===== src/hdl/crossbar_pkg.sv =====
package crossbar_pkg;

	//////////////////////////////////////////////////////////////////////
	// Trigger lines

	//Front panel trigger count, inputs and outputs alike
	localparam int N_TRIG = 12;

	//One bit per trigger line
	typedef logic [N_TRIG-1:0] trig_vec_t;

	//Per-output selector, index of the input it follows
	typedef logic [3:0] muxsel_t;

	//Output forced low
	//Any value of N_TRIG or above does the same
	localparam muxsel_t MUXSEL_OFF = 4'd15;

	//////////////////////////////////////////////////////////////////////
	// Latching relays

	//Relays on the H-bridge driver
	localparam int N_RELAY = 4;

	//One bit per relay coil side
	typedef logic [N_RELAY-1:0] relay_vec_t;

	//Relay number
	typedef logic [$clog2(N_RELAY)-1:0] relay_chan_t;

endpackage


===== src/hdl/axil_regmap_pkg.sv =====
package axil_regmap_pkg;

	//////////////////////////////////////////////////////////////////////
	// AXI4-Lite bus widths

	localparam int AXI_ADDR_W = 8;
	localparam int AXI_DATA_W = 32;
	localparam int AXI_STRB_W = AXI_DATA_W / 8;

	typedef logic [AXI_ADDR_W-1:0] axi_addr_t;
	typedef logic [AXI_DATA_W-1:0] axi_data_t;
	typedef logic [AXI_STRB_W-1:0] axi_strb_t;
	typedef logic [1:0]            axi_resp_t;

	//Response codes
	localparam axi_resp_t RESP_OKAY   = 2'b00;
	localparam axi_resp_t RESP_SLVERR = 2'b10;

	//////////////////////////////////////////////////////////////////////
	// Register map, byte addresses

	//Output k selector at base + 4*k, bits 3:0
	localparam axi_addr_t REG_MUXSEL_BASE = 8'h00;

	//Relay move, bits 1:0 channel, bit 4 side A when set
	localparam axi_addr_t REG_RELAY_CMD   = 8'h40;
	localparam int        RELAY_DIR_BIT   = 4;

	//Read-only status, bit 0 relay busy
	localparam axi_addr_t REG_STATUS      = 8'h44;
	localparam int        STATUS_BUSY_BIT = 0;

endpackage


===== src/hdl/crossbar_matrix.sv =====
`timescale 1ns/1ps

module crossbar_matrix
	import crossbar_pkg::*;
#(
	parameter trig_vec_t TRIG_INVERT = 12'h065
)(
	input  logic                 clk_250mhz,
	input  logic                 rst,
	input  trig_vec_t            trig_in,
	input  muxsel_t [N_TRIG-1:0] muxsel,
	output trig_vec_t            trig_out
);

	//Undo the board's swapped pairs
	trig_vec_t trig_fixed;
	assign trig_fixed = trig_in ^ TRIG_INVERT;

	//////////////////////////////////////////////////////////////////////
	// Two-flop synchronizer, inputs are asynchronous

	trig_vec_t sync_meta;
	trig_vec_t sync_q;

	always_ff @(posedge clk_250mhz) begin
		if (rst) begin
			sync_meta <= '0;
			sync_q    <= '0;
		end else begin
			sync_meta <= trig_fixed;
			sync_q    <= sync_meta;
		end
	end

	//////////////////////////////////////////////////////////////////////
	// Output selection, registered, every output each cycle

	always_ff @(posedge clk_250mhz) begin
		if (rst)
			trig_out <= '0;
		else begin
			for (int k = 0; k < N_TRIG; k++) begin
				//Out of range selector means off
				if (muxsel[k] < N_TRIG)
					trig_out[k] <= sync_q[muxsel[k]];
				else
					trig_out[k] <= 1'b0;
			end
		end
	end

endmodule


===== src/hdl/axil_regs.sv =====
`timescale 1ns/1ps

module axil_regs
	import crossbar_pkg::*;
	import axil_regmap_pkg::*;
(
	input  logic                 clk_250mhz,
	input  logic                 rst,

	//AXI4-Lite slave
	input  logic                 awvalid,
	output logic                 awready,
	input  axi_addr_t            awaddr,
	input  logic                 wvalid,
	output logic                 wready,
	input  axi_data_t            wdata,
	//Byte strobes not supported, full-word writes only
	input  axi_strb_t            wstrb,
	output logic                 bvalid,
	input  logic                 bready,
	output axi_resp_t            bresp,
	input  logic                 arvalid,
	output logic                 arready,
	input  axi_addr_t            araddr,
	output logic                 rvalid,
	input  logic                 rready,
	output axi_data_t            rdata,
	output axi_resp_t            rresp,

	//Relay controller
	input  logic                 relay_busy,
	output logic                 relay_start,
	output relay_chan_t          relay_chan,
	output logic                 relay_dir,

	//Crossbar selectors
	output muxsel_t [N_TRIG-1:0] muxsel
);

	//Byte address of one output's selector
	function automatic axi_addr_t sel_addr(input int k);
		return REG_MUXSEL_BASE + axi_addr_t'(k * 4);
	endfunction

	//////////////////////////////////////////////////////////////////////
	// Handshake enables

	//Low in reset, high from the first cycle after
	logic ready_en;

	always_ff @(posedge clk_250mhz) begin
		if (rst)
			ready_en <= 1'b0;
		else
			ready_en <= 1'b1;
	end

	logic      aw_held;
	logic      w_held;
	axi_addr_t aw_addr_q;
	axi_data_t w_data_q;
	logic      wr_fire;
	axi_resp_t wr_resp;

	//Nothing new accepted while a response is pending
	assign awready = ready_en && !aw_held && !bvalid;
	assign wready  = ready_en && !w_held && !bvalid;
	assign arready = ready_en && !rvalid;

	//////////////////////////////////////////////////////////////////////
	// Write path

	//Address and data captured independently
	always_ff @(posedge clk_250mhz) begin
		if (rst) begin
			aw_held <= 1'b0;
			w_held  <= 1'b0;
		end else begin
			if (awvalid && awready)
				aw_held <= 1'b1;
			else if (wr_fire)
				aw_held <= 1'b0;

			if (wvalid && wready)
				w_held <= 1'b1;
			else if (wr_fire)
				w_held <= 1'b0;
		end
	end

	always_ff @(posedge clk_250mhz) begin
		if (awvalid && awready)
			aw_addr_q <= awaddr;
		if (wvalid && wready)
			w_data_q <= wdata;
	end

	//Both halves present
	assign wr_fire = aw_held && w_held;

	//Writable targets, status and unmapped give SLVERR
	always_comb begin
		wr_resp = RESP_SLVERR;
		if (aw_addr_q == REG_RELAY_CMD)
			wr_resp = RESP_OKAY;
		for (int k = 0; k < N_TRIG; k++) begin
			if (aw_addr_q == sel_addr(k))
				wr_resp = RESP_OKAY;
		end
	end

	//Selectors, all outputs off out of reset
	always_ff @(posedge clk_250mhz) begin
		if (rst) begin
			for (int k = 0; k < N_TRIG; k++)
				muxsel[k] <= MUXSEL_OFF;
		end else if (wr_fire) begin
			for (int k = 0; k < N_TRIG; k++) begin
				if (aw_addr_q == sel_addr(k))
					muxsel[k] <= w_data_q[$bits(muxsel_t)-1:0];
			end
		end
	end

	//Relay command goes straight out on the write cycle
	assign relay_start = wr_fire && (aw_addr_q == REG_RELAY_CMD);
	assign relay_chan  = w_data_q[$bits(relay_chan_t)-1:0];
	assign relay_dir   = w_data_q[RELAY_DIR_BIT];

	//Single write response, held until bready
	always_ff @(posedge clk_250mhz) begin
		if (rst)
			bvalid <= 1'b0;
		else if (wr_fire)
			bvalid <= 1'b1;
		else if (bready)
			bvalid <= 1'b0;
	end

	always_ff @(posedge clk_250mhz) begin
		if (wr_fire)
			bresp <= wr_resp;
	end

	//////////////////////////////////////////////////////////////////////
	// Read path

	axi_data_t rd_data;
	axi_resp_t rd_resp;

	//Decode on the incoming address
	always_comb begin
		rd_data = '0;
		rd_resp = RESP_SLVERR;
		if (araddr == REG_RELAY_CMD)
			rd_resp = RESP_OKAY;
		if (araddr == REG_STATUS) begin
			rd_resp                  = RESP_OKAY;
			rd_data[STATUS_BUSY_BIT] = relay_busy;
		end
		for (int k = 0; k < N_TRIG; k++) begin
			if (araddr == sel_addr(k)) begin
				rd_resp                       = RESP_OKAY;
				rd_data[$bits(muxsel_t)-1:0]  = muxsel[k];
			end
		end
	end

	//One response in flight at a time
	always_ff @(posedge clk_250mhz) begin
		if (rst)
			rvalid <= 1'b0;
		else if (arvalid && arready)
			rvalid <= 1'b1;
		else if (rready)
			rvalid <= 1'b0;
	end

	always_ff @(posedge clk_250mhz) begin
		if (arvalid && arready) begin
			rdata <= rd_data;
			rresp <= rd_resp;
		end
	end

endmodule


===== src/hdl/relay_controller.sv =====
`timescale 1ns/1ps

module relay_controller
	import crossbar_pkg::*;
#(
	//Coil pulse length in clocks
	parameter int RELAY_PULSE_CYCLES = 2500000
)(
	input  logic        clk_250mhz,
	input  logic        rst,

	//Move request
	input  logic        relay_start,
	input  relay_chan_t relay_chan,
	input  logic        relay_dir,
	output logic        relay_busy,

	//H-bridge sides, one relay bit each
	output relay_vec_t  relay_a,
	output relay_vec_t  relay_b
);

	localparam int CNT_W = $clog2(RELAY_PULSE_CYCLES + 1);

	typedef enum logic {
		IDLE,
		PULSE
	} state_t;

	state_t             state;
	logic [CNT_W-1:0]   count;
	relay_chan_t        chan_q;
	logic               dir_q;
	relay_vec_t         chan_onehot;

	//////////////////////////////////////////////////////////////////////
	// Pulse sequencer

	always_ff @(posedge clk_250mhz) begin
		if (rst) begin
			state <= IDLE;
			count <= '0;
		end else begin
			case (state)
				IDLE: begin
					//Commands only taken when idle
					if (relay_start) begin
						state <= PULSE;
						count <= CNT_W'(RELAY_PULSE_CYCLES - 1);
					end
				end

				PULSE: begin
					//Last cycle of the pulse at zero
					if (count == '0)
						state <= IDLE;
					else
						count <= count - 1'b1;
				end

				default: state <= IDLE;
			endcase
		end
	end

	//Latch target relay and side
	always_ff @(posedge clk_250mhz) begin
		if ((state == IDLE) && relay_start) begin
			chan_q <= relay_chan;
			dir_q  <= relay_dir;
		end
	end

	//////////////////////////////////////////////////////////////////////
	// Bridge outputs

	assign chan_onehot = relay_vec_t'(1) << chan_q;
	assign relay_busy  = (state == PULSE);

	//Exactly one side of one relay at a time
	assign relay_a = (relay_busy && dir_q)  ? chan_onehot : '0;
	assign relay_b = (relay_busy && !dir_q) ? chan_onehot : '0;

endmodule


===== src/hdl/trigger_crossbar.sv =====
`timescale 1ns/1ps

module trigger_crossbar
	import crossbar_pkg::*;
	import axil_regmap_pkg::*;
#(
	//Inputs with P/N swapped on the PCB
	parameter trig_vec_t TRIG_INVERT        = 12'h065,
	//10 ms coil pulse at 250 MHz
	parameter int        RELAY_PULSE_CYCLES = 2500000
)(
	input  logic       clk_250mhz,
	input  logic       rst,

	//Front panel triggers
	input  trig_vec_t  trig_in,
	output trig_vec_t  trig_out,

	//H-bridge drive
	output relay_vec_t relay_a,
	output relay_vec_t relay_b,

	//AXI4-Lite slave
	input  logic       awvalid,
	output logic       awready,
	input  axi_addr_t  awaddr,
	input  logic       wvalid,
	output logic       wready,
	input  axi_data_t  wdata,
	input  axi_strb_t  wstrb,
	output logic       bvalid,
	input  logic       bready,
	output axi_resp_t  bresp,
	input  logic       arvalid,
	output logic       arready,
	input  axi_addr_t  araddr,
	output logic       rvalid,
	input  logic       rready,
	output axi_data_t  rdata,
	output axi_resp_t  rresp
);

	//////////////////////////////////////////////////////////////////////
	// Register block

	muxsel_t [N_TRIG-1:0] muxsel;
	logic                 relay_start;
	relay_chan_t          relay_chan;
	logic                 relay_dir;
	logic                 relay_busy;

	axil_regs regs (.*);

	//////////////////////////////////////////////////////////////////////
	// Crossbar and relays

	crossbar_matrix #(
		.TRIG_INVERT(TRIG_INVERT)
	) matrix (.*);

	relay_controller #(
		.RELAY_PULSE_CYCLES(RELAY_PULSE_CYCLES)
	) relays (.*);

endmodule


===== config.mk =====
export PLATFORM = sky130hd
export DESIGN_NAME = trigger_crossbar
export DESIGN_NICKNAME = d
export VERILOG_FILES = /design/src/hdl/crossbar_pkg.sv /design/src/hdl/axil_regmap_pkg.sv /design/src/hdl/crossbar_matrix.sv /design/src/hdl/axil_regs.sv /design/src/hdl/relay_controller.sv /design/src/hdl/trigger_crossbar.sv
export SDC_FILE = /design/constraint.sdc
export NUM_CORES = 1
export LEC_CHECK = 0
export BUFFER_PORTS_ARGS = -buffer_cell sky130_fd_sc_hd__buf_4
export CAP_MARGIN = 20
export CORE_MARGIN = 4
export CORE_UTILIZATION = 40
export CTS_CLUSTER_SIZE = 10
export DETAILED_ROUTE_END_ITERATION = 16
export GPL_TIMING_DRIVEN = 0
export PLACE_DENSITY = 0.67
export SLEW_MARGIN = 25
export SYNTH_ARGS = -nofsm -noshare
export SYNTH_HDL_FRONTEND = slang
export SYNTH_SLANG_ARGS = --single-unit

===== constraint.sdc =====
create_clock -name clk_250mhz -period 5 [get_ports clk_250mhz]
set_input_delay 1.5 -clock clk_250mhz [delete_from_list [all_inputs] [get_ports clk_250mhz]]
set_output_delay 1.5 -clock clk_250mhz [all_outputs]
set_load 0.05 [all_outputs]

Word-level counts from Yosys, hierarchy flattened
Index checks and enable logic that the tools add are counted.

cells by class
  add/sub/neg operators = 1
  multiply operators = 0
  divide/modulo/power cells = 0
  magnitude comparators = 24
  equal/unequal tests = 27
  shift-type cells = 1
  mux-type cells = 55
  bitwise logic cells = 14
  reductions and logical operators = 52

operators by type and width
  operator               count
  $eq 8x5->1 const B     8
  $eq 8x6->1 const B     8
  $lt 4x5->1 const B     12
  $mux 4                 14
  $bmux 1 s4             12
  $lt 4x4->1 const B     12
  $mux 22                2
  $pmux 22 s2            1
  $eq 8x4->1 const B     4
  $reduce_and 2->1       13
  $eq 8x7->1 const B     3
  $reduce_or 2->1        12
  $mux 1                 23
  $logic_not 22->1       1
  $sub 22x1->22 const B  1
  $eq 8x3->1 const B     2
  $logic_not 8->1        2
  $logic_and 1x1->1      13
  $not 1->1              13
  $reduce_or 13->1       1
  $reduce_or 12->1       1
  $reduce_bool 2->1      4
  $logic_not 1->1        5
  $mux 2                 2
  other kinds (5)        5

storage, ports and cells
  register bits after elaboration = 136
  latch bits = 0
  bits in writable memories = 0
  memory bits (read-only) = 0
  input bits = 71
  output and inout bits = 61
  word-level logic and storage cells = 214
  memories = 0

Depth between registers and ports, before layout
  word-level depth = 14
  mapped depth = 8
  depth with buffers taken out = 7

Hierarchy
From an unflattened synthesis, not the netlist that was laid out.

second synthesis, totals
  cells, all modules = 702
  area total of the unflattened synthesis = 7335.8 µm²

by module, submodules not included
  module            times used  cells each  area each (µm²)  seq. area each (µm²)
  axil_regs         1           333         3489.6           1631.6
  crossbar_matrix   1           197         2421.1           720.7
  relay_controller  1           172         1425.1           550.5

Least setup slack after synthesis
OpenSTA, ideal clock, no wires.

  kind = register to output
  start = reg relays.state, in the netlist relays.relay_busy
  end = out relay_b[0]
  arrival time = 1863 ps
  required time = 3500 ps
  setup slack = 1637 ps
  cell stages (with the launch flop) = 4
  path buffers = 1
  path through = dfxtp_1 clkbuf_1 nand2b_1 nor3_1

on the way
  longest elaborated chain between the ends = 2

RTL lines
  what                    line                    source
  from (decl)             relay_controller.sv:30  state_t state;
  from (signal assigned)  relay_controller.sv:41  state <= IDLE;
  from (signal assigned)  relay_controller.sv:48  state <= PULSE;
  from (signal assigned)  relay_controller.sv:56  state <= IDLE;
  $logic_and 1x1->1       relay_controller.sv:82  assign relay_b = (relay_busy && !dir_q) ? chan_onehot : '0;
  $mux 4                  relay_controller.sv:82
  to (decl)               trigger_crossbar.sv:21  output relay_vec_t relay_b,

No other way between the ends.

Worst setup path after layout
  start = reg relays.state, in the netlist relays.relay_busy
  end = out relay_a[0]

on the way
  longest elaborated chain between the ends = 2

RTL lines
  what               line                    source
  $logic_and 1x1->1  relay_controller.sv:81  assign relay_a = (relay_busy && dir_q) ? chan_onehot : '0;
  $mux 4             relay_controller.sv:81
  to (decl)          trigger_crossbar.sv:20  output relay_vec_t relay_a,

No other way between the ends.

==> summary.md <==
| Metric | Value |
|---|---|
| CTS Buffer Depth | `2` |
| Routed WL | `18.37 mm` |
| Share of layout cells above drive strength 1 | `0.2133` |
| CP max-delay cell | `clkbuf_1` |
| Warnings from Yosys | `0` |
| Hold WC Path Type | `flop to flop` |
| Nets | `932` |
| Die Y | `139.5 um` |
| Clock sinks | `134` |
| CTS tree | `built` |
| Post-CTS setup buffer count | `0` |
| Avg Synthesized Cell Area | `9.277 um^2` |
| Most numerous cell in the Yosys netlist | `dfxtp_1` |
| Pins Over Slew Limit | `0` |
| First-pass GRT wire length | `29.37 mm` |
| Layout Area Growth over Synthesis | `20.65%` |
| Setup-failing EPs final | `0` |
| Worst Slack Setup Final | `1.437 ns` |
| Mapped Area | `6920 um^2` |
| Gr usage total | `0.1895` |
| Relative slew slack | `0.3648` |
| Initial Util | `0.4129` |
| CTS Hold Buffers Added | `0` |
| Final Hold Fails | `0` |
| Drt pass-1 iters | `5` |
| Worst-margin pin slew | `0.9455 ns` |
| Post-synth EDFFs | `22` |
| CP Class | `flop to output pin` |
| Worst path max stage delay | `0.55 ns` |
| Nature of the critical path endpoint | `output pin` |
| Required time of the critical path | `3.50 ns` |
| Worst VDD drop | `0.2580 mV` |
| Fin crit share | `0.7127` |
| Max H-tree Level | `4` |
| RSZ-0062 raised after global routing | `no` |
| Yosys top cell area share | `0.3240` |
| Routed Antenna Nets | `0` |
| Sequential fraction of the synthesis area | `0.4195` |
| Cells after Synth | `746` |
| Arrival @ worst endpoint | `2.06 ns` |
| Leakage | `3.473 nW` |
| Clock transition at path regs | `0.06 ns` |
| Clk_lat worst skew | `0.43 ns` |
| Iteration-0 DRC Markers | `618` |
| Dpl hpwl | `13.50 mm` |
| Avg Vias per Cell | `5.449` |
| Initial antenna violation count | `0` |
| CTS Buf Count | `17` |
| Worst Setup Slack post-DPL | `1.583 ns` |
| Worst path cell trace | `clkbuf_1 -> nand2_1 -> nor3_1 -> buf_4` |
| Top cells by area, synth | `dfxtp_1, mux4_2, edfxtp_1, nand3_1, nand2_1` |
| Status | `finished, final reports clean` |
| Largest net degree at the start of global routing | `17` |
| Highest Clock Rate | `280.6 MHz` |
| Max-Cap Viols | `0` |
| Top cells by count, synth | `dfxtp_1, nand3_1, nand2_1` |
| Drt drc | `0` |
| Antenna Cells | `0` |
| Total power | `2.522 mW` |
| PD cells | `302.0 nW/um^2` |
| PortBufs | `66` |
| Die W | `139.5 um` |
| # rows | `47` |
| Ys async rst share | `0` |
| Routed len/inst | `16.82 um` |
| Setup TNS | `0 ns` |
| CP top delay family | `buffers and inverters` |
| Max FO, Critical Path | `10` |
| Core box area | `16760 um^2` |
| Die ar. | `19470 um^2` |
| Internal reg-to-reg setup slack | `2.34 ns` |
| Synth area leader | `dfxtp_1` |
| Fin Clk Skew | `0.008106 ns` |
| Vias in the first global route | `5605` |
| Hold WS | `0.4366 ns` |
| Vias | `5950` |
| # IOs | `132` |
| Grt ovf | `0` |
| Placed cell area | `7800 um^2` |
| Main flop type after synthesis | `dfxtp_1` |
| Post-Place Cells | `1061` |
| Non-filler cells in the finished layout | `1092` |
| Post-route cell area | `8349 um^2` |
| GP Congestion | `0.8867` |
| FF+latch count, synth | `134` |
| Cts repair resizes | `0` |
| Post-layout util | `0.4982` |
| Clock period minus final worst setup slack | `3.563 ns` |
| Setup crit start kind | `flop` |
| Synth cell types | `64` |
| CP bufs+invs | `2` |
| CTS Root Cell | `clkbuf_16` |
[power by group]
part	leakage, nW	internal, mW	switching [mW]
logic	2.09	0.0853	0.147
registers	1.11	1.12	0.0123
clock network	0.273	0.692	0.469
total	3.47	1.89	0.629
[final cells by class]
cell class	count	area, um^2
Fill cell	1583	8411
Multi-Input combinational cell	533	3603
Sequential cell	134	2903
Timing Repair Buffer	66	495.5
Clock buffer	19	442.9
Buffer	82	425.4
Tap cell	220	275.3
Clock inverter	12	106.4
Inverter	26	97.59
[worst register-to-register path, stage by stage (launching register included)]
cell and delay, ns:
edfxtp_1 0.41, or2_2 0.32, nor2_1 0.49, nand2_1 0.43, inv_1 0.36, or2_2 0.18, buf_4 0.18, nand4b_1 0.13
nand2_1 0.06
[layout by cell type (no fill, tap or decap), types with 7 or more instances in the layout]
cell,Yosys,final
nor4_1,10,10
nor2_1,46,46
a21oi_1,38,38
nand2_1,93,93
buf_4,31,97
clkbuf_1,47,48
a31oi_1,13,13
clkbuf_16,0,17
mux4_2,37,37
nor3_1,16,16
conb_1,1,30
dfxtp_1,112,112
mux2i_1,14,14
nand2b_1,7,7
nor2b_1,25,25
nand3_1,101,101
inv_1,24,24
edfxtp_1,22,22
[routing by layer]
| metal | vias to the layer above | GRT usage | wire, um |
|---|---|---|---|
| met1 | 2781 | 0.2589 | 8106 |
| li1 | 2869 | - | - |
| met2 | 271 | 0.2906 | 8270 |
| met5 | - | 0 | 0 |
| met3 | 29 | 0.05386 | 1632 |
| met4 | 0 | 0.06425 | 356 |
[kinds of logic (layout without fill, tap and decap cells)]
kind of cell             count (synthesis)  in the layout  synth area share
other                                    1             30         0.0005419
flip-flops                             134            134            0.4195
AO/OA/AOI/OAI                          100            100           0.09709
buffers and inverters                  108            205           0.07557
adder cells (fa/ha/maj)                  1              1          0.001808
multiplexers                            51             51            0.1407
XOR/XNOR                                12             12           0.01519
AND/OR/NAND/NOR                        339            339            0.2497
[flip-flops by register name (all words and copies together), names as in the netlist, 2 cells and up]
name              flops
matrix.sync_meta     12
regs.rdata            4
regs.aw_addr_q        8
regs.w_data_q         5
relays.chan_q         2
relays.count         22
matrix.sync_q        12
matrix.trig_out      12
regs.muxsel          48
[final timing paths]
check	start	end	cells past startpoint
worst max-delay path	relays.relay_busy$_SDFF_PP0_	relay_a[0]	4
worst min-delay path	matrix.sync_meta[1]$_SDFF_PP0_	matrix.sync_q[1]$_SDFF_PP0_	1
worst max register to register	regs.aw_addr_q[3]$_DFFE_PP_	relays.count[14]$_SDFFE_PP0P_	8
worst min register to register	matrix.sync_meta[1]$_SDFF_PP0_	matrix.sync_q[1]$_SDFF_PP0_	1
Note: power is estimated with default switching activity, not from simulation.
